<file path="config.mk">
export PLATFORM = sky130hd
export DESIGN_NAME = bus_controller
export DESIGN_NICKNAME = d
export VERILOG_FILES = /design/src/hdl/soc_bus_pkg.sv /design/src/hdl/bus_controller.sv
export SDC_FILE = /design/constraint.sdc
export NUM_CORES = 1
export LEC_CHECK = 0
export BUFFER_PORTS_ARGS = -buffer_cell sky130_fd_sc_hd__buf_4
export CAP_MARGIN = 20
export CORE_AREA = 10 10 47 49
export CTS_BUF_LIST = sky130_fd_sc_hd__clkbuf_2
export DETAILED_ROUTE_END_ITERATION = 7
export DIE_AREA = 0 0 57 59
export HOLD_SLACK_MARGIN = 0.05
export PLACE_DENSITY = 0.37
export SLEW_MARGIN = 20
export SYNTH_ARGS = -nofsm -noshare
export SYNTH_HDL_FRONTEND = slang
export SYNTH_SLANG_ARGS = --single-unit
</file>
<file path="constraint.sdc">
create_clock -name clock -period 1.3 [get_ports clock]
set_input_delay 0.26 -clock clock [delete_from_list [all_inputs] [get_ports clock]]
set_output_delay 0.26 -clock clock [all_outputs]
set_load 0.005 [all_outputs]
</file>
<file path="src/hdl/soc_bus_pkg.sv">
`default_nettype none

package soc_bus_pkg;

  // Bus widths
  localparam int addr_w = 32;
  localparam int data_w = 32;
  localparam int be_w = 4;

  // Word address taken from bits 11:2
  localparam int ram_words = 1024;
  localparam int word_lsb = 2;
  localparam int word_w = $clog2(ram_words);

  // Lowest address bit of the region select
  localparam int region_lsb = word_lsb + word_w;

  // Address map
  localparam logic [addr_w-1:0] fast_base = 32'h0000_0000;
  localparam logic [addr_w-1:0] slow_base = 32'h0001_0000;

  // Extra wait cycles per region
  localparam int wait_w = 3;
  localparam logic [wait_w-1:0] fast_wait = 3'd0;
  localparam logic [wait_w-1:0] slow_wait = 3'd4;

  // Chip select vector layout
  localparam int num_cs = 2;
  localparam int cs_fast = 0;
  localparam int cs_slow = 1;

  // Current bus owner
  typedef enum logic {
    cpu,
    disp
  } master_t;

endpackage

`default_nettype wire

</file>
<file path="src/hdl/bus_controller.sv">
`timescale 1ns/1ps
`default_nettype none

module bus_controller (
  input  wire                  clock,
  input  wire                  arst_n,
  input  wire                  cpu_req,
  input  wire                  cpu_enable,
  input  wire                  disp_req,
  input  wire                  disp_enable,
  input  wire                  done,
  output soc_bus_pkg::master_t owner,
  output logic                 start,
  output logic                 active,
  output logic                 cpu_wait,
  output logic                 disp_wait
);

  typedef enum logic [1:0] {
    st_idle,
    st_grant,
    st_finish
  } state_t;

  state_t               state;
  state_t               state_nxt;
  soc_bus_pkg::master_t owner_q;
  soc_bus_pkg::master_t pick;
  logic                 cpu_ok;
  logic                 disp_ok;
  logic                 cpu_finish;
  logic                 disp_finish;

  // Disabled masters are invisible to arbitration
  assign cpu_ok = cpu_req & cpu_enable;
  assign disp_ok = disp_req & disp_enable;

  // Display wins a tie
  assign pick = disp_ok ? soc_bus_pkg::disp : soc_bus_pkg::cpu;

  // Owner follows the pick while idle so the decoder can strobe in the start cycle
  assign owner = (state == st_idle) ? pick : owner_q;
  assign start = (state == st_idle) & (cpu_ok | disp_ok);
  assign active = (state != st_idle);

  always_comb begin
    state_nxt = state;
    case (state)
      st_idle: begin
        if (start) begin
          state_nxt = st_grant;
        end
      end
      st_grant: begin
        if (done) begin
          state_nxt = st_finish;
        end
      end
      default: begin
        state_nxt = st_idle;
      end
    endcase
  end

  always_ff @(posedge clock or negedge arst_n) begin
    if (!arst_n) begin
      state <= st_idle;
      owner_q <= soc_bus_pkg::cpu;
    end else begin
      state <= state_nxt;
      if (start) begin
        owner_q <= pick;
      end
    end
  end

  assign cpu_finish = (state == st_finish) & (owner_q == soc_bus_pkg::cpu);
  assign disp_finish = (state == st_finish) & (owner_q == soc_bus_pkg::disp);

  // Wait drops only in the owner's finish cycle
  assign cpu_wait = cpu_req & ~cpu_finish;
  assign disp_wait = disp_req & ~disp_finish;

endmodule

`default_nettype wire

</file>
Yosys cells after proc, flatten, opt, wreduce, memory -nomap -nowiden
Cells that the tools add are included.

Equal/unequal tests: 4. Muxes and demuxes: 5. Bitwise operators: 11. Reductions and logical operators: 3.

Operator list (number): 1-bit bitwise AND (7); 2-bit two-way mux (2); 2-bit != test, second input constant (2); 2-bit one-hot mux with 2 select lines (1); 1-bit inverter (3); 2-bit by 1-bit == test with 1-bit output, second input constant (1); 2-bit == test, second input constant (1); 2-bit zero test (1); 1-bit two-way mux (2); 2-bit AND reduction (1); 2-bit nonzero test (1); 1-bit OR (1).

Bits in registers: 3. Input port bits: 7. Output and inout bits: 5.

Logic depth before layout (Yosys ltp)
Depth in word-level cells: 5. Depth in mapped cells: 2. Gate-level depth less buffers: 2.

Worst setup path after synthesis
Ideal clock, no wire load.

Kind: flip-flop to output port. Start: register state[0]. End: output port owner. Arrival time: 0.844 ns. Data required time: 1.040 ns. Setup slack: 0.196 ns. Stages on the path, launching flop included: 3. Path through: dfrtp_1 -> or2_4 -> o21ai_1.

Longest elaborated chain between the ends: 2.

RTL lines: from (decl) (line bus_controller.sv:25) `state_t state;`; from (signal assigned) (line bus_controller.sv:67) `state <= st_idle;`; from (signal assigned) (line bus_controller.sv:70) `state <= state_nxt;`; 2-bit zero test (line bus_controller.sv:42) `assign owner = (state == st_idle) ? pick : owner_q;`; 1-bit two-way mux (line bus_controller.sv:42); to (decl) (line bus_controller.sv:12) `output soc_bus_pkg::master_t owner,`.

No other way between the ends.

Worst setup path after layout
Same ends and word-level chain as after synthesis.

==> results.json <==
{
  "status": "complete, but fails checks",
  "violations": "negative setup slack",
  "gp_congestion": 0.6869,
  "hold_viol": 0,
  "portBuffers": 11,
  "multi_input_comb_area_um2": 98.84,
  "clock-skew-final_ps": 1.842,
  "rr_worst_depth": 3,
  "synth.area.top_cells": "dfrtp_1, o31a_1, and4bb_2",
  "viasPerCell": 3.963,
  "setup_ws_ps": -93.21,
  "grt_first_pass_wirelength_um": 1055,
  "grt_pass1_vias": 232,
  "cp.required_ps": 1040,
  "max-vdd-ir-drop_mv": 0.6087,
  "crit_chain": "or2_4 -> o21ai_2 -> buf_4",
  "seqCellArea_um2": 77.57,
  "num_rows": 14,
  "syn_nets": 26,
  "synthSimpleGateAreaFrac_pct": 19.31,
  "dp_hpwl_um": 534.2,
  "synth_top_family_by_area": "compound AO/OA/AOI/OAI gates",
  "area_delta_synth_final_pct": 88.97,
  "design_area_um2": 342.8,
  "seqPwrFrac_pct": 28.3,
  "p_per_area_nw_per_um2": 1980,
  "grt_max_degree": 7,
  "hold_ws_ps": 313.2,
  "p_int_uw": 439.6,
  "clkSinkCount": 3,
  "crit_type": "flop to primary output",
  "slew_violations": 0,
  "die_x_um": 57,
  "critical_path.startpoint_type": "flop",
  "cts_tree": "done",
  "cts_buffers": 3,
  "yosysSeqAreaShare_pct": 41.38,
  "clock_power_share_pct": 18.7,
  "period_share_pct": 107.2,
  "gr-total-overflow": 0,
  "synth-xor-area-share_pct": 0,
  "io_pins": 12,
  "reg2reg_from": "state[0]$_DFFE_PN0P_",
  "worst_setup_path_end_kind": "primary output",
  "dr.pass1.iters": 1,
  "finalCoreUtilization_pct": 24.46,
  "ys_top_cells_by_count": "dfrtp_1, inv_1, o31a_1",
  "yosys.area.top_type_share_pct": 41.38,
  "p_comb_share_pct": 53.0,
  "grt_usage_pct": 4.333,
  "placed_area_um2": 284.0,
  "synth_largest_area_cell": "dfrtp_1",
  "setup_viol": 4,
  "synth_fa_ha_area_share_pct": 0,
  "ys_ff_latch": 3,
  "r2r-end": "owner_q$_DFFE_PN0P_",
  "whs_endpoint": "state[0]$_DFFE_PN0P_",
  "drc": 0,
  "die_area_um2": 3363,
  "coreArea_um2": 1401,
  "async_flop_share_pct": 100.0,
  "maxCapViolations": 0,
  "worst_slew_pin_slew_ps": 261.9,
  "dpl_worst_slack_ps": 39.75,
  "synth_edf_count": 0,
  "critPathArrivalTime_ps": 1130,
  "synth_compound_area_share_pct": 33.10,
  "avgRoutedWirePerCell_um": 11.89,
  "fin_nets": 46,
  "antenna_found_initial": 0,
  "wirelength_um": 642,
  "cts.reportedPaths.clkPinSlew_ps": 40,
  "cts-root-buf": "clkbuf_2",
  "yosysUniqueCellTypes": 14,
  "insertion_delay_ps": 200,
  "worst_path_max_delay_cell": "dfrtp_2",
  "cp_slowest_stage_delay_ps": 430,
  "swShare_pct": 35.26,
  "initial_core_util_pct": 12.95,
  "critPathTopFamily": "flip-flops",
  "hp-class": "input pin to flop",
  "hold_depth": 3,
  "drt_iter0_markers": 0,
  "die_h_um": 59,
  "h-tree-depth": 1,
  "ys_warn_count": 0,
  "max_freq_mhz": 717.8,
  "synthFlopType": "dfrtp_1",
  "ctsLongestPathBuffers": 2,
  "syn_area_um2": 181.4,
  "via_count": 214,
  "slew_headroom_pct": 82.54,
  "n_antenna_cell": 0,
  "post-route-min-period_ps": 1393,
  "syn_avg_cell_area_um2": 9.549,
  "antenna_left": 0,
  "synthMuxAreaShare_pct": 0,
  "critPathMaxFanout": 6,
  "p_switching_uw": 239.4,
  "leakagePower_uw": 0.0001755,
  "r2r_setup_slack_ps": 210,
  "drive_gt1_share_pct": 68.42,
  "fillCellCount": 166,
  "critPathBufInv": 1,
  "synthCells": 19,
  "hp-start": "done",
  "grt_setup_unrepaired": "yes"
}
-- worst max-delay path by stage --
stage                         startpoint    end  slack, ps  cells after the start
floorplan           state[0]$_DFFE_PN0P_  owner        200                      2
global placement    state[0]$_DFFE_PN0P_  owner         60                      3
detailed placement  state[0]$_DFFE_PN0P_  owner         40                      3
CTS                 state[1]$_DFFE_PN0P_  owner       -100                      3
global route        state[0]$_DFFE_PN0P_  owner       -150                      3
finish              state[0]$_DFFE_PN0P_  owner        -90                      3
-- stage by stage --
step / setup TNS (ps) / power (µW) / cells
6_report: -215.9 / 679.0 / 54
5_1_grt: -517.3 / 748.0 / 54
4_1_cts: -372.6 / 688.0 / 54
3_5_place_dp: 0 / 475.0 / 46
3_3_place_gp: 0 / 470.2 / 46
2_1_floorplan: 0 / 326.7 / 19
-- cell type report --
cell class / instances / share of cell area [%]
multi-input combinational: 13 / 28.83
sequential: 3 / 22.63
tap: 16 / 5.839
timing repair buffer: 15 / 33.58
clock buffer: 4 / 5.839
inverter: 3 / 3.285
-- registers in the layout, indices dropped and copies added (netlist names) --
register,cells
owner_q,1
state,2
-- worst min-delay path, cell delays in order --
cell     delay, ps
buf_4           80
a21o_1         100
a21oi_1         30
-- cells in the final DEF (no fill, tap or decap) --
| cell type | n |
|---|---|
| dfrtp_1 | 1 |
| a22oi_1 | 1 |
| and4bb_2 | 1 |
| a21o_1 | 1 |
| a21oi_1 | 1 |
| inv_2 | 2 |
| o31a_1 | 2 |
| nor2_1 | 1 |
| o22ai_2 | 1 |
| o21ai_2 | 1 |
| dlygate4sd3_1 | 1 |
| nand2_1 | 1 |
| and3_1 | 1 |
| dfrtp_2 | 2 |
| or2_4 | 1 |
| o21ai_0 | 1 |
| clkbuf_2 | 4 |
| buf_4 | 14 |
| inv_1 | 1 |
-- power by group through the flow --
stage	Clock, µW	Sequential [µW]	Combinational [µW]
5_1_grt	148	197	403
3_5_place_dp	0	192	283
4_1_cts	137	185	366
6_report	127	192	360
3_3_place_gp	0	191	279
2_1_floorplan	0	173	154
-- timing repair --
action | CTS | global route
buffers inserted | 3 | 0
hold buffers | 1 | 0
pin swaps | 3 | 2
endpoints found under the hold margin | 3 | 0
gates resized for setup | 2 | 3
setup endpoints to repair | 5 | 5
-- kinds of logic (layout without fill, tap and decap cells) --
logic type      after synthesis  count (layout)
compound gates                8               8
buf+inv                       3              22
flops                         3               3
simple gates                  5               5
-- metal layers --
metal  global-route usage [%]  vias to the layer above  wire, µm
li1                         -                      107         -
met1                    4.785                       93       330
met2                    4.961                       12       223
met3                    2.790                        2        76
met4                    5.034                        0        12
met5                        0                        -         0
No activity file was read; power rests on OpenSTA's default activity.
