--- src/hdl/soc_bus_pkg.sv ---
`default_nettype none

package soc_bus_pkg;

  // Bus widths
  localparam int addr_w = 32;
  localparam int data_w = 32;
  localparam int be_w = 4;

  // Word address taken from bits 11:2
  localparam int ram_words = 1024;
  localparam int word_lsb = 2;
  localparam int word_w = $clog2(ram_words);

  // Lowest address bit of the region select
  localparam int region_lsb = word_lsb + word_w;

  // Address map
  localparam logic [addr_w-1:0] fast_base = 32'h0000_0000;
  localparam logic [addr_w-1:0] slow_base = 32'h0001_0000;

  // Extra wait cycles per region
  localparam int wait_w = 3;
  localparam logic [wait_w-1:0] fast_wait = 3'd0;
  localparam logic [wait_w-1:0] slow_wait = 3'd4;

  // Chip select vector layout
  localparam int num_cs = 2;
  localparam int cs_fast = 0;
  localparam int cs_slow = 1;

  // Current bus owner
  typedef enum logic {
    cpu,
    disp
  } master_t;

endpackage

`default_nettype wire

--- src/hdl/wait_timer.sv ---
`timescale 1ns/1ps
`default_nettype none

module wait_timer (
  input  wire                             clock,
  input  wire                             arst_n,
  input  wire                             load,
  input  wire [soc_bus_pkg::wait_w-1:0]   count,
  output logic                            done
);

  logic [soc_bus_pkg::wait_w-1:0] remaining;
  logic                           armed;

  // Fires once per load and count+1 cycles after it
  assign done = armed & (remaining == '0);

  always_ff @(posedge clock or negedge arst_n) begin
    if (!arst_n) begin
      remaining <= '0;
      armed <= 1'b0;
    end else if (load) begin
      remaining <= count;
      armed <= 1'b1;
    end else if (done) begin
      armed <= 1'b0;
    end else if (armed) begin
      remaining <= remaining - 1'b1;
    end
  end

endmodule

`default_nettype wire

--- config.mk ---
export PLATFORM = sky130hd
export DESIGN_NAME = wait_timer
export DESIGN_NICKNAME = d
export VERILOG_FILES = /design/src/hdl/soc_bus_pkg.sv /design/src/hdl/wait_timer.sv
export SDC_FILE = /design/constraint.sdc
export NUM_CORES = 1
export LEC_CHECK = 0
export BUFFER_PORTS_ARGS = -buffer_cell sky130_fd_sc_hd__buf_4
export CAP_MARGIN = 20
export CELL_PAD_IN_SITES_DETAIL_PLACEMENT = 2
export CELL_PAD_IN_SITES_GLOBAL_PLACEMENT = 2
export CORE_AREA = 2 2 39 41
export CTS_BUF_LIST = sky130_fd_sc_hd__clkbuf_2 sky130_fd_sc_hd__clkbuf_4 sky130_fd_sc_hd__clkbuf_8
export CTS_CLUSTER_DIAMETER = 120
export DETAILED_ROUTE_END_ITERATION = 12
export DIE_AREA = 0 0 41 43
export PLACE_DENSITY = 0.52
export SYNTH_ARGS = -nofsm -noshare
export SYNTH_HDL_FRONTEND = slang
export SYNTH_SLANG_ARGS = --single-unit
--- constraint.sdc ---
create_clock -name clock -period 1.4 [get_ports clock]
set_input_delay 0.28 -clock clock [delete_from_list [all_inputs] [get_ports clock]]
set_output_delay 0.28 -clock clock [all_outputs]
set_load 0.1 [all_outputs]
* Yosys cells after proc, flatten, opt, wreduce, memory -nomap -nowiden
Index checks and enable logic that the tools add are counted.
** Operators by class
- Add/sub/neg operators :: 1
- Multipliers :: 0
- Div/mod/pow operators :: 0
- Magnitude comparators :: 0
- Equality and inequality tests :: 1
- Shift operators :: 0
- Multiplexer cells :: 5
- Bitwise gates (word level) :: 1
- Reductions and logical operators :: 4
** Operators with widths (number)
- 2-to-1 mux 3 bit :: 3
- nonzero test 2 bit :: 2
- logical NOT 3 bit :: 1
- subtractor 3 x 1 -> 3 bit, second input constant :: 1
- 2-to-1 mux 1 bit :: 2
- inequality test 2 bit, second input constant :: 1
- AND reduction 2 bit :: 1
- bitwise AND 1 bit :: 1
** Word-level totals
- Register bits after elaboration :: 4
- Latch bits :: 0
- RAM bits :: 0
- Memory bits (read-only) :: 0
- Output and inout bits :: 1
- Logic and storage cells :: 14
- Memories :: 0

* Logic depth before layout (Yosys ltp)
Gate-level depths: netlist of run 1.
- Word-level depth :: 4
- Depth in mapped cells :: 5
- Depth with buffers taken out :: 5

* Worst setup path after synthesis of run 1
No wires, ideal clock.
- Path kind :: reg-to-output
- Start point :: register remaining[0] in the netlist's numbering
- End point :: output done
- Data arrival time :: 1.983 ns
- Setup slack :: -0.863 ns
- Stages on the path, launching flop included :: 5
- Buffers on the path :: 0
- Cells stage by stage :: dfrtp_1 > inv_1 > ha_1 > nand2b_4 > nor2_1
** On the way
- Longest elaborated chain between the ends :: 2
** Ends and longest elaborated chain
- start, declared :: RTL line wait_timer.sv:12 : logic [soc_bus_pkg::wait_w-1:0] remaining;
- start signal, assigned :: RTL line wait_timer.sv:23 : remaining <= count;
- start signal, assigned :: RTL line wait_timer.sv:28 : remaining <= remaining - 1'b1;
- logical NOT 3 bit :: RTL line wait_timer.sv:16 : assign done = armed & (remaining == '0);
- bitwise AND 1 bit :: RTL line wait_timer.sv:16
- end, declared :: RTL line wait_timer.sv:9 : output logic done
Every way passes these cells.

* Final worst setup path of run 1
Same ends and word-level chain as after synthesis.

==> results of run 1 <==
-- cell usage in the layout (no fill, tap or decap) --
cell type,n
ha_4,1
a211o_1,1
a21oi_1,1
nor2_1,2
nand2_1,4
a21o_2,1
buf_4,11
dlygate4sd3_1,1
ha_1,1
o21ai_0,1
nand2b_4,1
inv_1,1
nor2_4,1
o21ai_1,1
mux2i_1,1
a31o_1,1
clkbuf_4,3
nand3_1,2
buf_12,1
dfrtp_1,4
inv_2,2
-- cell families (layout without fill, tap and decap cells) --
| logic type | Yosys count | in the layout | share of synthesized area |
|---|---|---|---|
| compound gates | 6 | 6 | 0.171 |
| fa+ha+maj | 2 | 2 | 0.104 |
| buf+inv | 4 | 19 | 0.0622 |
| flops | 4 | 4 | 0.415 |
| mux | 1 | 1 | 0.0415 |
| simple gates | 10 | 10 | 0.207 |
-- sequential cells by signal (all words and copies together), names as in the netlist --
signal and flops:
armed 1, remaining 3
-- final cells by class --
class / count / area [um^2]
Timing Repair Buffer: 13 / 113
Inverter: 3 / 11.3
Sequential cell: 4 / 100
Multi-Input combinational cell: 19 / 146
Fill cell: 167 / 971
Clock buffer: 3 / 22.5
Tap cell: 16 / 20.0
-- critical path, delay by kind of cell (launching register included) --
| kind | cells | cell delay, ps |
|---|---|---|
| fa+ha+maj | 1 | 150 |
| buf+inv | 2 | 270 |
| simple gates | 2 | 160 |
| flops | 1 | 380 |
-- where the power goes --
part,switching [mW],leakage [nW],internal (mW),total (mW)
clock network,0.0505,0.0138,0.0961,0.147
registers,0.0212,0.0457,0.146,0.167
logic,0.179,0.145,0.183,0.361
total,0.250,0.205,0.425,0.675
-- per-layer routing --
| metal | up-vias | global-route usage |
|---|---|---|
| met1 | 115 | 0.110 |
| met5 | - | 0 |
| met4 | 0 | 0.100 |
| li1 | 119 | - |
| met3 | 2 | 0.0157 |
| met2 | 4 | 0.144 |
-- per-stage QoR --
step	hold WS [ps]	cells	TNS [ps]
2_1_floorplan	-15.6	27	-33.7
3_3_place_gp	81.7	50	0
3_5_place_dp	82.9	50	0
4_1_cts	254	57	-74.2
5_1_grt	272	58	-121
6_report	257	58	-67.8
-- final timing paths --
check / from / to / cells after the start
min: count[1] / remaining[1] / 3
max: remaining[0] / done / 5
min reg2reg: remaining[1] / remaining[1] / 2
min in group asynchronous: arst_n / remaining[1] / 2
max in group asynchronous: arst_n / remaining[0] / 2
max reg2reg: remaining[0] / remaining[0] / 6
-- timing repair --
item	in CTS	in global routing
gates resized for setup	3	0
buffers inserted	3	1
hold buffers	1	0
endpoints found under the setup margin	1	1
pin swaps	2	0
hold endpoints to repair	4	0
==> results.cfg, run 1 <==
[timing]
slew_headroom = 0.919
clock_skew_ps = 0.524
rsz0062_at_grt = true
period_share = 1.05
layout_setup_ws_ps = -67.8
period_needed_ps = 1470
fmax_mhz = 681
tightest_slew_ps = 118
slew_viol_final = 0
setup_viol = 1
hold_violations = 0

[cts]
cts_buffers = 3
clkTransAtPathRegs_ps = 40
clock_tree.root_cell = clkbuf_4
h-tree-depth = 1
cts_tree = built
cts_buffer_depth = 2
cts.sinks = 4
clk_latency_ps = 230

[global_routing]
grt_overflow_total = 0
antenna_found_initial = 0
grt_max_degree = 9
grt_pass1_wl_mm = 1.09
grt_pass1_vias = 258
track_usage = 0.0986

[logic_synthesis]
ys_seq_elements = 4
synth-async-reset-ratio = 1.00
yosysTopAreaCell = dfrtp_1
synth_edf_count = 0
yosys-top-cells-area = dfrtp_1, ha_1, nand2_1
syn_inst = 27
ys_top_cells_by_count = dfrtp_1, nand2_1, inv_1, nor2_1
syn-mean-instance-area_um2 = 8.94
synth.net_count = 35
netlist_area_um2 = 241
ys.flop_type = dfrtp_1
ys_types = 15
netlist.area_leader.share = 0.415
synth-seq-area-share = 0.415
yosysWarnings = 0

[worst_setup_path]
cpMaxStageDelayCell = dfrtp_1
rrSetupSlack_ps = 140
start_kind = flop
crit_chain = inv_2 -> ha_4 -> nand2b_4 -> nor2_4 -> buf_12
worstPathRequired_ps = 1120
crit_fanout = 2
crit_type = reg -> out
critPathMaxStageDelay_ps = 380
cp.arrival_ps = 1190
end_kind = primary output

[routing]
initialDrtViolationCount = 0
met3_length_um = 21
drt-met1-wl_um = 267
drc = 0
wl_per_cell_um = 10.7
route.met2.wl_um = 325
viasPerCell = 4.14
ant_nets = 0
dr.pass1.iters = 1
num_vias = 240
drt-total-wl_um = 623
dr.max_layer_used = met4

[power_and_ir_drop]
powerDensity_mw_per_mm2 = 1630
leakage_nw = 0.205
vdd_drop_max_uv = 408
power.total_uw = 675

[flow_run]
cap_violations = 0

[finish]
fin_area_um2 = 413
antenna_cells = 0
syn_to_final_growth_pct = 71.0
drive_gt1_frac = 0.500
nets = 52
fin_util = 0.298

[placed_design]
finalWeightedCongestion = 0.671
dpl_cell_area_um2 = 338
hpwl_um = 448
portBuffers = 6
pre_cts_ws_ps = 79.4

[status]
status = finished with violations
violations = setup timing

[floorplan]
die_area_mm2 = 0.00176
fp.dieH_um = 43
core_mm2 = 0.00138
die_x_um = 41
num_rows = 14
start_util = 0.175
ios = 7

[worst_hold_path]
hold_path_class = in -> reg
Power figures use the tool's default switching activity.
==> inputs of run 2 (changes only) <==
Settings changed: REMOVE_ABC_BUFFERS set to 1.
==> results.cfg, run 2 (synthesis gave the netlist of run 1 again) <==
[status]
status = finished with violations
violations = setup timing

[timing]
final.setup.tns_ps = -72.0
slew_headroom = 0.918
slew_viol_final = 0
whs_ps = 268
setup_viol = 1
tightest_slew_ps = 119
layout_setup_ws_ps = -72.0
rsz0062_at_grt = true
period_share = 1.05
fmax_mhz = 679
period_needed_ps = 1470
clock_skew_ps = 3.12
hold_violations = 0

[placed_design]
dpl_cell_area_um2 = 325
finalWeightedCongestion = 0.656
hpwl_um = 600
portBuffers = 6
pre_cts_ws_ps = -7.87

[worst_setup_path]
critPathTopFamily = flip-flops
rrSetupSlack_ps = 120
r2r.worst_path.cells = 6
cp.arrival_ps = 1190
r2r-end = remaining[0]
start_kind = flop
end_kind = primary output
crit_fanout = 2
cpMaxStageDelayCell = dfrtp_1
crit_chain = inv_2 -> ha_4 -> nand2b_4 -> nor2_4 -> buf_12
cp.depth = 5
crit_end = done
crit_type = reg -> out
worstPathRequired_ps = 1120
rr_startpoint = remaining[0]
critPathMaxStageDelay_ps = 380
path_buf_inv = 2
startpoint = remaining[0]

[cts]
clkTransAtPathRegs_ps = 30
cts_tree = built
cts_buffers = 3
cts_buffer_depth = 2
clock_tree.root_cell = clkbuf_4
h-tree-depth = 1
clk_latency_ps = 230
cts.sinks = 4

[finish]
drive_gt1_frac = 0.488
top_regs = remaining: 3 flops, armed: 1 flops
syn_to_final_growth_pct = 67.9
fillers = 168
fin_area_um2 = 405
antenna_cells = 0
final_cell_mix = buf_4, nand2_1, dfrtp_1
largest_reg_flops = 3
nets = 51
top_register = remaining
final_common_cell = buf_4

[routing]
drt-total-wl_um = 692
viasPerCell = 4.32
num_vias = 246
initialDrtViolationCount = 0
drc = 0
wl_per_cell_um = 12.1
ant_nets = 0
dr.pass1.iters = 1

[power_and_ir_drop]
power.total_uw = 664
powerDensity_mw_per_mm2 = 1640
leakage_nw = 0.200
vdd_drop_max_uv = 590

[global_routing]
track_usage = 0.106
grt_overflow_total = 0
grt_pass1_wl_mm = 1.18
antenna_found_initial = 0
grt_pass1_vias = 292
grt_max_degree = 9

[worst_hold_path]
hold_path_class = in -> reg

[floorplan]
die_x_um = 41
core_mm2 = 0.00138
ios = 7
start_util = 0.175
num_rows = 14
fp.dieH_um = 43
die_area_mm2 = 0.00176

[flow_run]
cap_violations = 0
-- run 2: cell count changes in the layout (fill, tap and decap cells not counted), sizes merged --
| cell | before | now |
|---|---|---|
| buf | 12 | 11 |
-- run 2: what timing repair did --
action,4_1_cts,5_1_grt
hold endpoints to repair,4,0
buffers inserted,0,2
gates resized for setup,9,0
setup endpoints to repair,1,1
pin swaps,1,1
hold buffers,1,0
-- run 2: metrics by stage --
stage	utilization	std cells
after detailed placement	0.235	51
final	0.293	57
after CTS	0.282	55
after global routing	0.293	57
after floorplan	-	26
after global placement	0.235	51
-- run 2: power breakdown --
part	switching [mW]	internal, mW
registers	0.0215	0.146
logic	0.185	0.174
clock network	0.0416	0.0955
total	0.248	0.416
-- run 2: tightest hold or removal path: cells and delay by family --
kind / cells / cell delay [ps]
AND/OR/NAND/NOR: 2 / 110
buffers and inverters: 1 / 80
-- run 2: how the worst min path moves through the flow --
stage | endpoint | cells after the start | startpoint
global route | remaining[1] | 3 | count[1]
floorplan | armed | 0 | arst_n
CTS | remaining[2] | 3 | count[2]
detailed placement | armed | 1 | arst_n
global placement | armed | 1 | arst_n
finish | remaining[0] | 3 | count[0]
-- run 2: layer usage --
layer  global-route usage  wire (um)
met2                0.175        419
met4                0.100          0
met1                0.101        258
met5                    0          0
met3               0.0157         13
-- run 2: final cells by class --
| type | count | area, um^2 | share of cell area |
|---|---|---|---|
| timing repair buffer | 12 | 105 | 0.259 |
| tap | 16 | 20.0 | 0.0494 |
| multi-input combinational | 19 | 146 | 0.361 |
| inverter | 3 | 11.3 | 0.0278 |
| clock buffer | 3 | 22.5 | 0.0556 |
| sequential | 4 | 100 | 0.247 |
==> inputs of run 3 (changes only) <==
Settings changed: SETUP_SLACK_MARGIN set to 0.4.
==> results.cfg, run 3 (synthesis gave the netlist of run 1 again) <==
[status]
status = finished with violations
violations = setup timing

[finish]
fin_area_um2 = 438
antenna_cells = 0
fillers = 163
syn_to_final_growth_pct = 81.3
nets = 53
final_cell_mix = buf_4, dfrtp_1, nand2_1, clkbuf_4
top_regs = remaining: 3 flops, armed: 1 flops
drive_gt1_frac = 0.581
layout.cells.non_filler = 59
largest_reg_flops = 3
final_common_cell = buf_4
top_register = remaining

[floorplan]
core_mm2 = 0.00138
die_area_mm2 = 0.00176
fp.dieH_um = 43
die_x_um = 41
ios = 7
num_rows = 14
start_util = 0.175

[timing]
slew_headroom = 0.907
layout_setup_ws_ps = -73.3
rsz0062_at_grt = true
period_needed_ps = 1470
clock_skew_ps = 3.01
setup_viol = 3
slew_viol_final = 0
hold_violations = 0
final.setup.tns_ps = -123
fmax_mhz = 679
period_share = 1.05
tightest_slew_ps = 136

[routing]
ant_nets = 0
num_vias = 255
dr.pass1.iters = 1
drt-total-wl_um = 726
initialDrtViolationCount = 0
viasPerCell = 4.32
drc = 0
wl_per_cell_um = 12.3

[worst_setup_path]
start_kind = flop
crit_type = reg -> out
r2r.worst_path.cells = 8
r2r-end = remaining[1]
rrSetupSlack_ps = -30
rr_startpoint = remaining[0]
crit_fanout = 2
cp.arrival_ps = 1190
worstPathRequired_ps = 1120
end_kind = primary output

[cts]
cts_buffers = 3
clk_latency_ps = 230
cts_tree = built
cts.sinks = 4
h-tree-depth = 1
cts_buffer_depth = 2
clkTransAtPathRegs_ps = 40
clock_tree.root_cell = clkbuf_4

[placed_design]
portBuffers = 6
dpl_cell_area_um2 = 325
hpwl_um = 600
dp_cells = 51
pre_cts_ws_ps = -7.87
finalWeightedCongestion = 0.656

[power_and_ir_drop]
vdd_drop_max_uv = 620
leakage_nw = 0.215
powerDensity_mw_per_mm2 = 1630
power.total_uw = 713

[global_routing]
grt_overflow_total = 0
grt_pass1_wl_mm = 1.21
grt_pass1_vias = 297
grt_max_degree = 9
antenna_found_initial = 0
track_usage = 0.109

[worst_hold_path]
hold_path_class = in -> reg
hp-start = count[1]
hold_end = remaining[1]
min_path_cells = 3

[flow_run]
cap_violations = 0
-- run 3: cell types whose count changed in the layout (fill, tap and decap cells not counted), sizes merged --
| cell | change |
|---|---|
| buf | +2 |
-- run 3: layer usage --
metal,global-route usage,routed length [um],part of all wire
met1,0.104,274,0.38
met2,0.181,438,0.60
met3,0.0157,13,0.018
met4,0.100,0,0
met5,0,0,0
-- run 3: area by class of cell --
type	count	area (um^2)	area share
Multi-Input combinational cell	19	156	0.357
Sequential cell	4	100	0.229
Timing Repair Buffer	14	128	0.291
Tap cell	16	20.0	0.0457
Inverter	3	11.3	0.0257
Clock buffer	3	22.5	0.0514
-- run 3: worst max path at each step --
stage / start / to / slack (ps) / cells after the start
after floorplan: remaining[0] / done / -860 / 4
after global placement: remaining[0] / done / 50 / 5
after detailed placement: remaining[0] / done / -8 / 5
after CTS: remaining[1] / done / -70 / 5
after global routing: remaining[0] / done / -110 / 5
final: remaining[0] / done / -70 / 5
-- run 3: critical path: stages (launching register included) --
cell,delay [ps]
dfrtp_1,380
inv_2,90
ha_4,150
nand2b_4,60
nor2_4,100
buf_12,180
-- run 3: per-stage QoR --
stage,utilization,hold slack (ps)
2_1_floorplan,-,-15.6
3_3_place_gp,0.235,78.9
3_5_place_dp,0.235,80.6
4_1_cts,0.296,262
5_1_grt,0.316,263
6_report,0.316,266
-- run 3: timing repair --
item,4_1_cts,5_1_grt
setup buffers,2,2
endpoints found under the setup margin,5,5
hold endpoints to repair,4,0
gates resized for setup,11,4
hold buffers,1,0
pin swaps,4,6
-- run 3: where the power goes --
part | leakage (nW) | switching, mW | internal [mW]
combinational | 0.155 | 0.199 | 0.210
sequential | 0.0457 | 0.0211 | 0.146
clock | 0.0138 | 0.0422 | 0.0955
