[src/hdl/soc_bus_pkg.sv]
`default_nettype none

package soc_bus_pkg;

  // Bus widths
  localparam int addr_w = 32;
  localparam int data_w = 32;
  localparam int be_w = 4;

  // Word address taken from bits 11:2
  localparam int ram_words = 1024;
  localparam int word_lsb = 2;
  localparam int word_w = $clog2(ram_words);

  // Lowest address bit of the region select
  localparam int region_lsb = word_lsb + word_w;

  // Address map
  localparam logic [addr_w-1:0] fast_base = 32'h0000_0000;
  localparam logic [addr_w-1:0] slow_base = 32'h0001_0000;

  // Extra wait cycles per region
  localparam int wait_w = 3;
  localparam logic [wait_w-1:0] fast_wait = 3'd0;
  localparam logic [wait_w-1:0] slow_wait = 3'd4;

  // Chip select vector layout
  localparam int num_cs = 2;
  localparam int cs_fast = 0;
  localparam int cs_slow = 1;

  // Current bus owner
  typedef enum logic {
    cpu,
    disp
  } master_t;

endpackage

`default_nettype wire

[src/hdl/slave_if.sv]
`timescale 1ns/1ps
`default_nettype none

interface slave_if;

  logic                            read;
  logic                            write;
  // Word index inside the slave
  logic [soc_bus_pkg::word_w-1:0]  address;
  logic [soc_bus_pkg::data_w-1:0]  writedata;
  logic [soc_bus_pkg::be_w-1:0]    byteenable;
  logic [soc_bus_pkg::data_w-1:0]  readdata;

  modport ctrl (
    output read,
    output write,
    output address,
    output writedata,
    output byteenable,
    input  readdata
  );

  modport mem (
    input  read,
    input  write,
    input  address,
    input  writedata,
    input  byteenable,
    output readdata
  );

endinterface

`default_nettype wire

[src/hdl/address_decoder.sv]
`timescale 1ns/1ps
`default_nettype none

module address_decoder (
  input  var soc_bus_pkg::master_t        owner,
  input  wire                             active,
  input  wire                             start,
  input  wire [soc_bus_pkg::addr_w-1:0]   cpu_address,
  input  wire                             cpu_write,
  input  wire [soc_bus_pkg::data_w-1:0]   cpu_writedata,
  input  wire [soc_bus_pkg::be_w-1:0]     cpu_be,
  input  wire [soc_bus_pkg::addr_w-1:0]   disp_address,
  output logic [soc_bus_pkg::wait_w-1:0]  wait_count,
  slave_if.ctrl                           fast,
  slave_if.ctrl                           slow,
  output logic [soc_bus_pkg::data_w-1:0]  readdata
);

  logic [soc_bus_pkg::addr_w-1:0] address;
  logic [soc_bus_pkg::data_w-1:0] writedata;
  logic [soc_bus_pkg::be_w-1:0]   byteenable;
  logic                           write;
  logic                           read;
  logic [soc_bus_pkg::num_cs-1:0] hit;
  logic [soc_bus_pkg::num_cs-1:0] cs;

  // Display port only reads whole words
  always_comb begin
    if (owner == soc_bus_pkg::disp) begin
      address = disp_address;
      writedata = '0;
      byteenable = '1;
      write = 1'b0;
    end else begin
      address = cpu_address;
      writedata = cpu_writedata;
      byteenable = cpu_be;
      write = cpu_write;
    end
  end

  // Any request that is not a write is a read
  assign read = ~write;

  assign hit[soc_bus_pkg::cs_fast] = (address[soc_bus_pkg::addr_w-1:soc_bus_pkg::region_lsb] ==
    soc_bus_pkg::fast_base[soc_bus_pkg::addr_w-1:soc_bus_pkg::region_lsb]);
  assign hit[soc_bus_pkg::cs_slow] = (address[soc_bus_pkg::addr_w-1:soc_bus_pkg::region_lsb] ==
    soc_bus_pkg::slow_base[soc_bus_pkg::addr_w-1:soc_bus_pkg::region_lsb]);

  // No chip select outside a transfer
  assign cs = hit & {soc_bus_pkg::num_cs{start | active}};

  always_comb begin
    if (hit[soc_bus_pkg::cs_slow]) begin
      wait_count = soc_bus_pkg::slow_wait;
    end else if (hit[soc_bus_pkg::cs_fast]) begin
      wait_count = soc_bus_pkg::fast_wait;
    end else begin
      wait_count = '0;
    end
  end

  // Strobes only in the start cycle, so each access hits the slave once
  assign fast.read = cs[soc_bus_pkg::cs_fast] & start & read;
  assign fast.write = cs[soc_bus_pkg::cs_fast] & start & write;
  assign fast.address = address[soc_bus_pkg::region_lsb-1:soc_bus_pkg::word_lsb];
  assign fast.writedata = writedata;
  assign fast.byteenable = byteenable;

  assign slow.read = cs[soc_bus_pkg::cs_slow] & start & read;
  assign slow.write = cs[soc_bus_pkg::cs_slow] & start & write;
  assign slow.address = address[soc_bus_pkg::region_lsb-1:soc_bus_pkg::word_lsb];
  assign slow.writedata = writedata;
  assign slow.byteenable = byteenable;

  // Unmapped reads come back as zero
  assign readdata = ({soc_bus_pkg::data_w{cs[soc_bus_pkg::cs_fast]}} & fast.readdata) |
                    ({soc_bus_pkg::data_w{cs[soc_bus_pkg::cs_slow]}} & slow.readdata);

endmodule

`default_nettype wire

[src/flat_wrapper.sv]
// flat-port wrapper written by rule: the top's interface ports become plain ports
module address_decoder_flat 
  (owner, active, start, cpu_address, cpu_write, cpu_writedata, cpu_be, disp_address, wait_count, readdata, fast_read, fast_write, fast_address, fast_writedata, fast_byteenable, fast_readdata, slow_read, slow_write, slow_address, slow_writedata, slow_byteenable, slow_readdata);
  slave_if fast_i ();
  slave_if slow_i ();
  input  var soc_bus_pkg::master_t owner;
  input  wire active;
  input  wire start;
  input  wire [soc_bus_pkg::addr_w-1:0] cpu_address;
  input  wire cpu_write;
  input  wire [soc_bus_pkg::data_w-1:0] cpu_writedata;
  input  wire [soc_bus_pkg::be_w-1:0] cpu_be;
  input  wire [soc_bus_pkg::addr_w-1:0] disp_address;
  output logic [soc_bus_pkg::wait_w-1:0] wait_count;
  output logic [soc_bus_pkg::data_w-1:0] readdata;
  output wire logic [$bits(fast_i.read)-1:0] fast_read;
  output wire logic [$bits(fast_i.write)-1:0] fast_write;
  output wire logic [$bits(fast_i.address)-1:0] fast_address;
  output wire logic [$bits(fast_i.writedata)-1:0] fast_writedata;
  output wire logic [$bits(fast_i.byteenable)-1:0] fast_byteenable;
  input wire logic [$bits(fast_i.readdata)-1:0] fast_readdata;
  output wire logic [$bits(slow_i.read)-1:0] slow_read;
  output wire logic [$bits(slow_i.write)-1:0] slow_write;
  output wire logic [$bits(slow_i.address)-1:0] slow_address;
  output wire logic [$bits(slow_i.writedata)-1:0] slow_writedata;
  output wire logic [$bits(slow_i.byteenable)-1:0] slow_byteenable;
  input wire logic [$bits(slow_i.readdata)-1:0] slow_readdata;
  assign fast_read = fast_i.read;
  assign fast_write = fast_i.write;
  assign fast_address = fast_i.address;
  assign fast_writedata = fast_i.writedata;
  assign fast_byteenable = fast_i.byteenable;
  assign fast_i.readdata = fast_readdata;
  assign slow_read = slow_i.read;
  assign slow_write = slow_i.write;
  assign slow_address = slow_i.address;
  assign slow_writedata = slow_i.writedata;
  assign slow_byteenable = slow_i.byteenable;
  assign slow_i.readdata = slow_readdata;
  address_decoder u_core (.owner(owner), .active(active), .start(start), .cpu_address(cpu_address), .cpu_write(cpu_write), .cpu_writedata(cpu_writedata), .cpu_be(cpu_be), .disp_address(disp_address), .wait_count(wait_count), .fast(fast_i), .slow(slow_i), .readdata(readdata));
endmodule
[config.mk]
export PLATFORM = sky130hd
export DESIGN_NAME = address_decoder_flat
export DESIGN_NICKNAME = d
export VERILOG_FILES = /design/src/hdl/soc_bus_pkg.sv /design/src/hdl/slave_if.sv /design/src/hdl/address_decoder.sv /design/src/flat_wrapper.sv
export SDC_FILE = /design/constraint.sdc
export NUM_CORES = 1
export LEC_CHECK = 0
export ABC_AREA = 1
export BUFFER_PORTS_ARGS = -buffer_cell sky130_fd_sc_hd__buf_2
export CORE_AREA = 2 2 114 116
export DETAILED_ROUTE_END_ITERATION = 8
export DIE_AREA = 0 0 116 118
export PLACE_DENSITY_LB_ADDON = 0.1
export SYNTH_ARGS = -nofsm -noshare
export SYNTH_HDL_FRONTEND = slang
export SYNTH_SLANG_ARGS = --single-unit
[constraint.sdc]
create_clock -name vclk -period 1.5
set_clock_uncertainty 0.05 [all_clocks]
set_input_delay 0.225 -clock vclk [all_inputs]
set_output_delay 0.225 -clock vclk [all_outputs]
set_load 0.01 [all_outputs]
# Yosys cells after proc, flatten, opt, wreduce, memory -nomap -nowiden
# Cells that the tools add are included.
# W data, S select, Z words.
[classes] n_eq_ne=1 n_mux=5 bitwise_logic=12 reduce_logical=1
[op_table] cell="$and A32 B32 Y32" n=2
[op_table] cell="$mux W32" n=2
[op_table] cell="$or A32 B32 Y32" n=1
[op_table] cell="$eq A20 B5 Y1 const B" n=1
[op_table] cell="$logic_not A20 Y1" n=1
[op_table] cell="$and A1 B1 Y1" n=6
[op_table] cell="$mux W4" n=1
[op_table] cell="$mux W3" n=1
[op_table] cell="$and A2 B2 Y2" n=1
[op_table] cell="$mux W1" n=1
[op_table] cell="$not A1 Y1" n=1
[op_table] cell="$or A1 B1 Y1" n=1
[word_totals] ff_bits=0 inputBits=168 out_inout_bits=131 word_cells=19

# Depth between registers and ports, before layout
# Gate-level depths: netlist of the first run.
[depth] depth_word=5 mapped_depth=9 depth_no_buf=7

# Least setup slack after synthesis of the first run
# No wires, ideal clock.
[synth_path] kind="input -> output" startpoint="input owner" endpoint="output readdata[10] (netlist bit)" arrival_ns=1.272 t_required_ns=1.225 path_slack_ns=-0.047 cell_stages=9 n_path_buf=3 cell_sequence="buf_2 -> or2_1 -> nor2_1 -> nand3_1 -> nand2_2 -> buf_6 -> buf_6 -> nand4_1 -> nand2_1"
[synth_between] elab_chain_len=5 word_cells_on_any_way=7 classes_between="eq/ne (1); mux (1); bitwise (4); reduce/logical (1)"
[synth_rtl] item="from (decl)" line="flat_wrapper.sv:6" source="input var soc_bus_pkg::master_t owner;"
[synth_rtl] item="$mux W32 (*)" line="address_decoder.sv:29" source="if (owner == soc_bus_pkg::disp) begin"
[synth_rtl] item="$eq A20 B5 Y1 or $logic_not A20 Y1 (tied branches)" line="address_decoder.sv:47, address_decoder.sv:45"
[synth_rtl] item="$and A2 B2 Y2 (*)" line="address_decoder.sv:51" source="assign cs = hit & {soc_bus_pkg::num_cs{start | active}};"
[synth_rtl] item="$and A32 B32 Y32 (on tied branches)" line="address_decoder.sv:78, address_decoder.sv:77"
[synth_rtl] item="$or A32 B32 Y32 (*)" line="address_decoder.sv:77" source="assign readdata = ({soc_bus_pkg::data_w{cs[soc_bus_pkg::cs_fast]}} & fast.readdata) |"
[synth_rtl] item="to (decl)" line="flat_wrapper.sv:15" source="output logic [soc_bus_pkg::data_w-1:0] readdata;"
# Every way passes the cells marked *; elsewhere a longest branch is shown, timed or not.

# Worst setup path after layout of the first run
[layout_path] startpoint="input owner" endpoint="output fast_read"
[layout_between] elab_chain_len=5 word_cells_on_any_way=7 classes_between="mux (2); bitwise (4); reduce/logical (1)"
[layout_rtl] item="$mux W32" line="address_decoder.sv:29"
[layout_rtl] item="$logic_not A20 Y1" line="address_decoder.sv:45" source="assign hit[soc_bus_pkg::cs_fast] = (address[soc_bus_pkg::addr_w-1:soc_bus_pkg::region_lsb] =="
[layout_rtl] item="$and A2 B2 Y2" line="address_decoder.sv:51"
[layout_rtl] item="$and A1 B1 Y1" line="address_decoder.sv:64" source="assign fast.read = cs[soc_bus_pkg::cs_fast] & start & read;"
[layout_rtl] item="$and A1 B1 Y1 (*)" line="address_decoder.sv:64"
[layout_rtl] item="to (decl)" line="flat_wrapper.sv:16" source="output wire logic [$bits(fast_i.read)-1:0] fast_read;"
# Marked as above.

==> metrics.md, run 1 <==
| Metric | Value |
|---|---|
| Status | complete, but fails checks |
| Violated checks | negative setup slack |
| Crit-path most repeated cell | buf_12 |
| DR WL/cell | 12.85 µm |
| Data arrival, critical path | 1.50 ns |
| First-pass GRT wire length | 12.24 mm |
| Die Y | 118 µm |
| Mean Syn Cell Area | 4.955 µm² |
| Sequential-to-total area share from yosys stat | 0% |
| Area Growth Syn to Fin | 118.9% |
| Final hold violation count | 0 |
| Row count | 41 |
| Cell variety after synth | 20 |
| Router iterations before antenna repair | 4 |
| Mapped cell area | 1605 µm² |
| GRT Total Usage | 10.87% |
| Crit Path Class | input pin to output port |
| Synthesis Warnings | 0 |
| Area leader, netlist | buf_4 |
| Storage element area | 0 µm² |
| Layout fillers | 1,445 |
| Nature of the critical path startpoint | input pin |
| CP Capture Type | output port |
| Hold WS | 0.6811 ns |
| Net count, final | 744 |
| Vias in the first global route | 2,570 |
| Maximum VDD drop | 0.08605 mV |
| Placer's final routability congestion estimate | 0.7762 |
| # port buffers | 293 |
| Most frequent cell after synthesis | nand2_1 |
| Post-Synthesis Cells | 324 |
| Largest net degree at the start of global routing | 47 |
| Antenna-violating nets left | 0 |
| DRC viols | 0 |
| Slew Limit Fails | 0 |
| Commonest cells post-synth | 78 x nand2_1, 53 x nor2_1, 48 x buf_4 |
| F_max | 564.0 MHz |
| CP max-delay cell | nor3_4 |
| Overflow after GRT | 0 |
| Slowest Stage Delay on Critical Path | 0.25 ns |
| Post-route total power | 0.7004 mW |
| Hold_buf cts | 0 |
| Die X | 116 µm |
| Worst-path maximum fanout | 7 |
| Period minus WS final | 1.773 ns |
| Area share of the largest cell type after synthesis | 22.45% |
| Area post-placement | 2942 µm² |
| Unrepaired setup endpoints after global routing | yes |
| Final worst setup slack | -0.2730 ns |
| Placed cell count | 729 |
| Die ar. | 13,690 µm² |
| Vias per inst | 3.977 |
| Cell Pwr Density | 199.4 nW/µm² |
| Top Ports | 299 |
| Seq Cell Count | 0 |
| Total number of vias | 2,967 |
| Buf+Inv Stages, Crit Path | 6 |
| Post-route cell area | 3513 µm² |
| Critical-path cell list | buf_12 > buf_6 > inv_4 > nand2_2 > o21ai_2 > inv_2 > nor3_4 > buf_12 > nand3_1 > nor2_1 > buf_2 |
| CLK BUF | 0 |
| Dominant cells by area after synthesis | buf_4 22%, nand2_1 18%, nand4_1 12% |
| Initial Utilization | 12.93% |
| Leak Pwr | 2.220 nW |
| Core Box Area | 12,410 µm² |
| Worst min path class | input pin to output port |
| CP top delay family | buffers and inverters |
| Initial antenna violation count | 1 |
| Initial DRC count | 117 |
| Layout cells sized above 1 | 64.11% |
| Tcrit/Tclk final | 118.2% |
| Total Wirelength | 9.584 mm |
| Finished Layout Cells | 746 |
| Max-Cap Viols | 0 |
| # setup viols final | 37 |
| Ant. Diodes | 0 |
| Crit path required time | 1.22 ns |
| HPWL after DPL | 6.973 mm |
==> cell families after synthesis <==
family          after synthesis  share of synthesized area (%)
compound gates                2                         0.6236
buf+inv                     110                          39.67
simple gates                211                          59.47
other cells                   1                         0.2336
==> routing by layer <==
metal  share of wire [%]  wire length, µm  GRT usage, %
met2                  56             5408         23.39
met1                  33             3174         11.19
met5                0.14               13             0
met3                 9.9              949         1.648
met4                0.40               38             0
==> repair_timing <==
item / in CTS / in global routing
resized for setup: 12 / 51
endpoints found under the setup margin: 37 / 39
setup buffers: 5 / 6
cloned: 3 / 6
pin swaps: 6 / 33
==> power breakdown <==
group	switching, mW	total (mW)	internal (mW)
Sequential	0	0	0
Clock	0	0	0
Combinational	0.348	0.700	0.352
==> area by class of cell <==
class | count | area, µm² | area share, %
inverters | 38 | 145.1 | 4.131
multi-input cells | 215 | 1166 | 33.19
well taps | 172 | 215.2 | 6.125
repair buffers | 321 | 1987 | 56.55
==> worst min-delay path: stages <==
cell	delay, ns
buf_2	0.07
or2_2	0.09
buf_2	0.12
==> metrics by stage <==
step	utilization [%]	TNS, ns	setup slack (ns)
detailed placement	23.69	-9.090	-0.3112
CTS	25.26	-8.980	-0.2920
finish	28.30	-8.486	-0.2730
global placement	23.69	-9.584	-0.3111
floorplan	-	0	0.006256
global route	28.30	-11.78	-0.3563
==> layout by cell type, fill, tap and decap left out, types with 4 or more instances in the layout <==
master,Yosys,routed
buf_12,0,8
buf_2,10,285
buf_4,48,9
buf_6,4,10
clkbuf_16,0,5
inv_1,36,36
nand2_1,78,72
nand2_2,1,6
nand3_1,36,10
nand3_2,0,25
nand4_1,32,32
nor2_1,53,51
or2_2,4,4
==> final timing paths <==
kind       from                 end  slack (ns)  depth (start not counted)
min   cpu_be[0]  fast_byteenable[0]        0.68                          3
max       owner           fast_read       -0.27                         11
Note: power is estimated with default switching activity, not from simulation.
==> inputs of run 2 (changes only) <==
- BUFFER_PORTS_ARGS: -buffer_cell sky130_fd_sc_hd__buf_2 -> unset
- CORE_AREA: 2 2 114 116 -> 2 2 115 117
- DIE_AREA: 0 0 116 118 -> 0 0 117 119
- DONT_BUFFER_PORTS: unset -> 1
- SLEW_MARGIN: unset -> 40
==> run 2 against run 1 <==
  * The run still ends with negative setup slack left
  * Critical path depth shrank 2
  * Highest routed layer is now met4
  * Wire length shrank 24%
  * Via count shrank 37%
  * Non-clock buffer count shrank 305
  * Combinational power shrank 58%
  * Power shrank 58%
  * Worst hold slack lost 0.19 ns
  * Flip-flop and latch count is the same
  * Global-route usage shrank 3.5 points
  * Critical endpoint is now readdata[24]
==> metrics.md, run 2 (synthesis gave the netlist of run 1 again) <==
| Metric | Value |
|---|---|
| Status | complete, but fails checks (unchanged) |
| Violated checks | negative setup slack (unchanged) |
| CLK BUF | 0 (unchanged) |
| GRT Total Usage | 7.396% (was 10.87%) |
| CP max-delay cell | nor3_4 (unchanged) |
| # port buffers | 0 (was 293) |
| Seq Cell Count | 0 (unchanged) |
| Hold WS | 0.4883 ns (was 0.6811 ns) |
| Initial DRC count | 56 (was 117) |
| Total number of vias | 1,875 (was 2,967) |
| Post-route total power | 0.2921 mW (was 0.7004 mW) |
| Initial Utilization | 12.47% (was 12.93%) |
| Crit Path Class | input pin to output port (unchanged) |
| Maximum VDD drop | 0.05121 mV (was 0.08605 mV) |
| GR met1 Demand/Resource | 6.485% (was 11.19%) |
| Placer's final routability congestion estimate | 0.7368 (was 0.7762) |
| HPWL after DPL | 5.189 mm (was 6.973 mm) |
| Max-Cap Viols | 0 (unchanged) |
| Top Ports | 299 (unchanged) |
| Worst min path class | input pin to output port (unchanged) |
| Area Growth Syn to Fin | 9.353% (was 118.9%) |
| DR WL/cell | 16.43 µm (was 12.85 µm) |
| Layout fillers | 1,515 (was 1,445) |
| # setup viols final | 37 (unchanged) |
| Storage element area | 0 µm² (unchanged) |
| Net count, final | 439 (was 744) |
| Worst-path maximum fanout | 6 (was 7) |
| Nature of the critical path startpoint | input pin (unchanged) |
| Die ar. | 13,920 µm² (was 13,690 µm²) |
| Row count | 42 (was 41) |
| Tcrit/Tclk final | 105.6% (was 118.2%) |
| Final worst setup slack | -0.08384 ns (was -0.2730 ns) |
| Critical-path cell list | nor2_1 > nand2_1 > o21ai_2 > inv_2 > nor3_4 > buf_4 > clkbuf_16 > nand3_1 > nand2_2 (was buf_12 > buf_6 > inv_4 > nand2_2 > o21ai_2 > inv_2 > nor3_4 > buf_12 > nand3_1 > nor2_1 > buf_2) |
| Worst slew pin tran | 0.4960 ns |
| Commonest non-fill, non-tap cell in the layout | nand2_1 (was buf_2) |
| Antenna-violating nets left | 0 (unchanged) |
| Area post-placement | 1445 µm² (was 2942 µm²) |
| Core Box Area | 12,870 µm² (was 12,410 µm²) |
| Vias in the first global route | 1,508 (was 2,570) |
| M2 GR Usage | 16.47% (was 23.39%) |
| Crit path required time | 1.22 ns (about the same) |
| Slew HR | 66.81% |
| Vias per inst | 4.213 (was 3.977) |
| Total Wirelength | 7.310 mm (was 9.584 mm) |
| Router iterations before antenna repair | 4 (unchanged) |
| Multi-input gate area | 1115 µm² (was 1166 µm²) |
| Layout cells sized above 1 | 23.05% (was 64.11%) |
| Die Y | 119 µm (was 118 µm) |
| Die X | 117 µm (was 116 µm) |
| Grt met3 use | 1.679% (was 1.648%) |
| Final hold violation count | 0 (unchanged) |
| Data arrival, critical path | 1.31 ns (was 1.50 ns) |
| Overflow after GRT | 0 (unchanged) |
| F_max | 631.4 MHz (was 564.0 MHz) |
| Leak Pwr | 0.8335 nW (was 2.220 nW) |
| Cell Pwr Density | 166.4 nW/µm² (was 199.4 nW/µm²) |
| GR peak layer | met2 (unchanged) |
| Largest net degree at the start of global routing | 54 (was 47) |
| Post-route cell area | 1755 µm² (was 3513 µm²) |
| Period minus WS final | 1.584 ns (was 1.773 ns) |
| Unrepaired setup endpoints after global routing | yes (unchanged) |
| CP Capture Type | output port (unchanged) |
| Slew Limit Fails | 0 (unchanged) |
| Initial antenna violation count | 0 (was 1) |
| Most frequent cells in the layout | 52 x nand2_1, 48 x nor2_1, 36 x inv_1 (was 285 x buf_2, 72 x nand2_1, 51 x nor2_1) |
| DRC viols | 0 (unchanged) |
| Slowest Stage Delay on Critical Path | 0.23 ns (was 0.25 ns) |
| Ant. Diodes | 0 (unchanged) |
| First-pass GRT wire length | 8.079 mm (was 12.24 mm) |
[run 2: layer usage]
layer | up-vias | routed length, µm
li1 | 862 | -
met2 | 172 | 4191
met5 | - | 0
met4 | 0 | 57
met3 | 4 | 741
met1 | 837 | 2319
[run 2: worst max-delay path, delay by kind of cell]
family	cells	cell delay, ns
and+or+nand+nor	5	0.62
buffers and inverters	3	0.38
AOI/OAI and AO/OA	1	0.06
[run 2: timing repair]
| action | CTS | global route |
|---|---|---|
| resized for setup | 30 | 15 |
| pin swaps | 0 | 2 |
| hold buffers | 0 | 0 |
| setup endpoints to repair | 31 | 37 |
| buffers inserted | 0 | 2 |
| gates cloned | 1 | 5 |
[run 2: through the flow]
step | setup WS (ns) | util [%] | instances | TNS, ns
floorplan | 0.006256 | - | 325 | 0
global placement | -0.1063 | 11.22 | 437 | -1.409
detailed placement | -0.09452 | 11.22 | 437 | -1.106
CTS | -0.05980 | 12.07 | 438 | -0.8072
global route | -0.1897 | 13.63 | 445 | -5.246
finish | -0.08384 | 13.63 | 445 | -1.766
[run 2: final cells by class]
type                            count  share of cell area, %
Inverter                           38                  8.125
Multi-Input combinational cell    215                  63.51
Tap cell                          176                  12.54
Timing Repair Buffer               16                  15.82
[run 2: path summary, 6_finish.rpt]
| path | from | end | cells past startpoint |
|---|---|---|---|
| max | cpu_address[18] | readdata[24] | 9 |
| min | owner | fast_writedata[14] | 1 |
[run 2: where the power goes]
part	internal [mW]	switching [mW]
combinational	0.0728	0.219
clock	0	0
sequential	0	0
total	0.0728	0.219
==> inputs of run 3 (changes only) <==
- ABC_AREA: 1 -> unset
- CORE_AREA: 2 2 115 117 -> 2 2 117 119
- DIE_AREA: 0 0 117 119 -> 0 0 119 121
==> run 3 against run 2 <==
  * The flow still finishes with violations (negative setup slack)
  * Power up 66%
  * Synthesized cell count down 35%
  * Die area up 3.4%
  * Cell area up 32%
  * Wire length down 0.51%
  * First-iteration DRC count down 79%
  * Area after synthesis up 9.9%
  * Combinational power up 66%
  * Via count down 21%
  * Largest power group unchanged
==> metrics.md, run 3 <==
| Metric | Value |
|---|---|
| Status | complete, but fails checks (unchanged) |
| Violated checks | negative setup slack (unchanged) |
| Synthesis Warnings | 0 (unchanged) |
| Switching share of power | 61.88% (was 75.06%) |
| Final Core Density | 17.72% (was 13.63%) |
| Final worst setup slack | -0.4659 ns (was -0.08384 ns) |
| Tcrit/Tclk final | 131.1% (was 105.6%) |
| Mapped cell area | 1764 µm² (was 1605 µm²) |
| Placer's final routability congestion estimate | 0.6974 (was 0.7368) |
| Maximum VDD drop | 0.09258 mV (was 0.05121 mV) |
| HPWL after DPL | 6.093 mm (was 5.189 mm) |
| Die Y | 121 µm (was 119 µm) |
| F_max | 508.7 MHz (was 631.4 MHz) |
| Hold Startpoint | owner (unchanged) |
| Vias in the first global route | 1,421 (was 1,508) |
| Data arrival, critical path | 1.69 ns (was 1.31 ns) |
| Nature of the critical path startpoint | input pin (unchanged) |
| Cell variety after synth | 26 (was 20) |
| Core Box Area | 13,090 µm² (was 12,870 µm²) |
| Total number of vias | 1,473 (was 1,875) |
| Hold endpoint | slow_writedata[0] (was fast_writedata[14]) |
| Router iterations before antenna repair | 4 (unchanged) |
| Slew HR | 63.99% (was 66.81%) |
| Area post-placement | 2117 µm² (was 1445 µm²) |
| Die X | 119 µm (was 117 µm) |
| Top Ports | 299 (unchanged) |
| Vias per inst | 4.173 (was 4.213) |
| Dominant cells by area after synthesis | buf_4 20%, a211oi_2 19%, mux2i_1 19% (was buf_4 22%, nand2_1 18%, nand4_1 12%) |
| Sw Pwr | 0.3004 mW (was 0.2192 mW) |
| Commonest cells post-synth | 48 x buf_4, 33 x mux2i_1, 32 x nor2b_1 (was 78 x nand2_1, 53 x nor2_1, 48 x buf_4) |
| Post-route cell area | 2318 µm² (was 1755 µm²) |
| Overflow after GRT | 0 (unchanged) |
| Initial DRC count | 12 (was 56) |
| Sequential-to-total area share from yosys stat | 0% (unchanged) |
| Worst slew pin tran | 0.5390 ns (was 0.4960 ns) |
| Ant. Diodes | 0 (unchanged) |
| Antenna-violating nets left | 0 (unchanged) |
| Area share of the largest cell type after synthesis | 20.43% (was 22.45%) |
| Most frequent cells in the layout | 32 x mux2i_1, 32 x nor2b_1, 27 x a211oi_4 (was 52 x nand2_1, 48 x nor2_1, 36 x inv_1) |
| Mean Syn Cell Area | 8.401 µm² (was 4.955 µm²) |
| Post-Synthesis Cells | 210 (was 324) |
| First-pass GRT wire length | 9.439 mm (was 8.079 mm) |
| Largest net degree at the start of global routing | 54 (unchanged) |
| Seq Cell Count | 0 (unchanged) |
| Clk pwr share | 0% (about the same) |
| CP Capture Type | output port (unchanged) |
| GRT Total Usage | 8.724% (was 7.396%) |
| Net count, final | 347 (was 439) |
| Post-Place Setup Slack | -0.5181 ns (was -0.09452 ns) |
| Area Growth Syn to Fin | 31.42% (was 9.353%) |
| Internal | 0.1851 mW (was 0.07284 mW) |
| Flop pwr share | 0% (about the same) |
| Combinational Power Share | 100.0% (about the same) |
| Slew Limit Fails | 0 (unchanged) |
| Layout cells sized above 1 | 57.06% (was 23.05%) |
| Cells on Worst Hold Path | 1 (unchanged) |
| Initial antenna violation count | 0 (unchanged) |
| Die ar. | 14,400 µm² (was 13,920 µm²) |
| Worst min path class | input pin to output port (unchanged) |
| Worst-path maximum fanout | 7 (was 6) |
| Layout fillers | 1,415 (was 1,515) |
| DRC viols | 0 (unchanged) |
| Period minus WS final | 1.966 ns (was 1.584 ns) |
| Row count | 42 (unchanged) |
| # port buffers | 0 (unchanged) |
| Total Wirelength | 7.273 mm (was 7.310 mm) |
| Leak Pwr | 0.6615 nW (was 0.8335 nW) |
| Most frequent cell after synthesis | buf_4 (was nand2_1) |
| Cell Pwr Density | 209.4 nW/µm² (was 166.4 nW/µm²) |
| Unrepaired setup endpoints after global routing | yes (unchanged) |
| Crit Path Class | input pin to output port (unchanged) |
| Area leader, netlist | buf_4 (unchanged) |
| CLK BUF | 0 (unchanged) |
| Max-Cap Viols | 0 (unchanged) |
| # setup viols final | 37 (unchanged) |
| Final hold violation count | 0 (unchanged) |
| DR WL/cell | 20.60 µm (was 16.43 µm) |
| Initial Utilization | 13.48% (was 12.47%) |
| Crit path required time | 1.22 ns (about the same) |
| Storage element area | 0 µm² (unchanged) |
| CP startpoint | cpu_address[12] (was cpu_address[18]) |
## run 3: changes by cell type after synthesis, moves of 4 or more
| cell | before | now |
|---|---|---|
| nand3_1 | 36 | 2 |
| buf_2 | 10 | 4 |
| mux2i_1 | 0 | 33 |
| mux2_2 | 0 | 10 |
| a211oi_1 | 0 | 6 |
| buf_6 | 4 | 9 |
| inv_1 | 36 | 1 |
| nand2_1 | 78 | 2 |
| nor2b_1 | 0 | 32 |
| a211oi_2 | 0 | 27 |
| nand4_1 | 32 | 1 |
| nor4_1 | 0 | 4 |
| nor2_1 | 53 | 4 |
## run 3: final cells by class
cell class / instances / area [µm²] / share of cell area [%]
multi-input cells: 143 / 1668 / 71.94
inverters: 1 / 3.754 / 0.1619
well taps: 176 / 220.2 / 9.498
repair buffers: 33 / 426.7 / 18.40
## run 3: routing by layer
| metal | part of all wire, % | vias up | global-route usage, % |
|---|---|---|---|
| li1 | - | 620 | - |
| met2 | 55 | 167 | 17.53 |
| met4 | 0 | 0 | 0 |
| met1 | 33 | 686 | 9.166 |
| met3 | 13 | 0 | 3.102 |
| met5 | 0 | - | 0 |
## run 3: cell families (layout without fill, tap and decap cells)
kind of cell	count (synthesis)	after routing	share of synthesized area (%)
simple gates	59	61	21.35
buf+inv	70	34	29.22
other cells	1	2	0.2126
mux	43	43	25.11
compound gates	37	37	24.11
## run 3: worst max-delay path by stage
stage / slack [ns] / cells after the start / to
after global placement: -0.51 / 5 / readdata[6]
after CTS: -0.48 / 5 / readdata[13]
after floorplan: -0.31 / 5 / readdata[10]
after detailed placement: -0.52 / 5 / readdata[13]
after global routing: -0.53 / 5 / readdata[7]
final: -0.47 / 5 / readdata[7]
## run 3: critical path, cell delays in order
cell,delay [ns]
nor4_4,0.24
nand4_1,0.20
or3_4,0.55
clkbuf_16,0.21
a211oi_4,0.26
## run 3: repair_timing
action | 4_1_cts | 5_1_grt
hold buffers | 0 | 0
gates resized for setup | 20 | 4
buffers inserted | 1 | 2
pin swaps | 5 | 34
gates cloned | 2 | 1
setup endpoints to repair | 37 | 37
## run 3: power groups by stage
stage	combinational (mW)	clock (mW)	sequential, mW
finish	0.485	0	0
global route	0.524	0	0
CTS	0.498	0	0
detailed placement	0.486	0	0
global placement	0.487	0	0
floorplan	0.474	0	0
## run 3: per-stage QoR
stage | total power, mW | hold WS (ns) | std cells | TNS, ns
floorplan | 0.4736 | 0.4974 | 211 | -10.49
global placement | 0.4872 | 0.4805 | 347 | -17.42
detailed placement | 0.4861 | 0.4794 | 347 | -17.33
CTS | 0.4976 | 0.4780 | 350 | -16.32
global route | 0.5237 | 0.4852 | 353 | -17.83
finish | 0.4855 | 0.4821 | 353 | -15.41
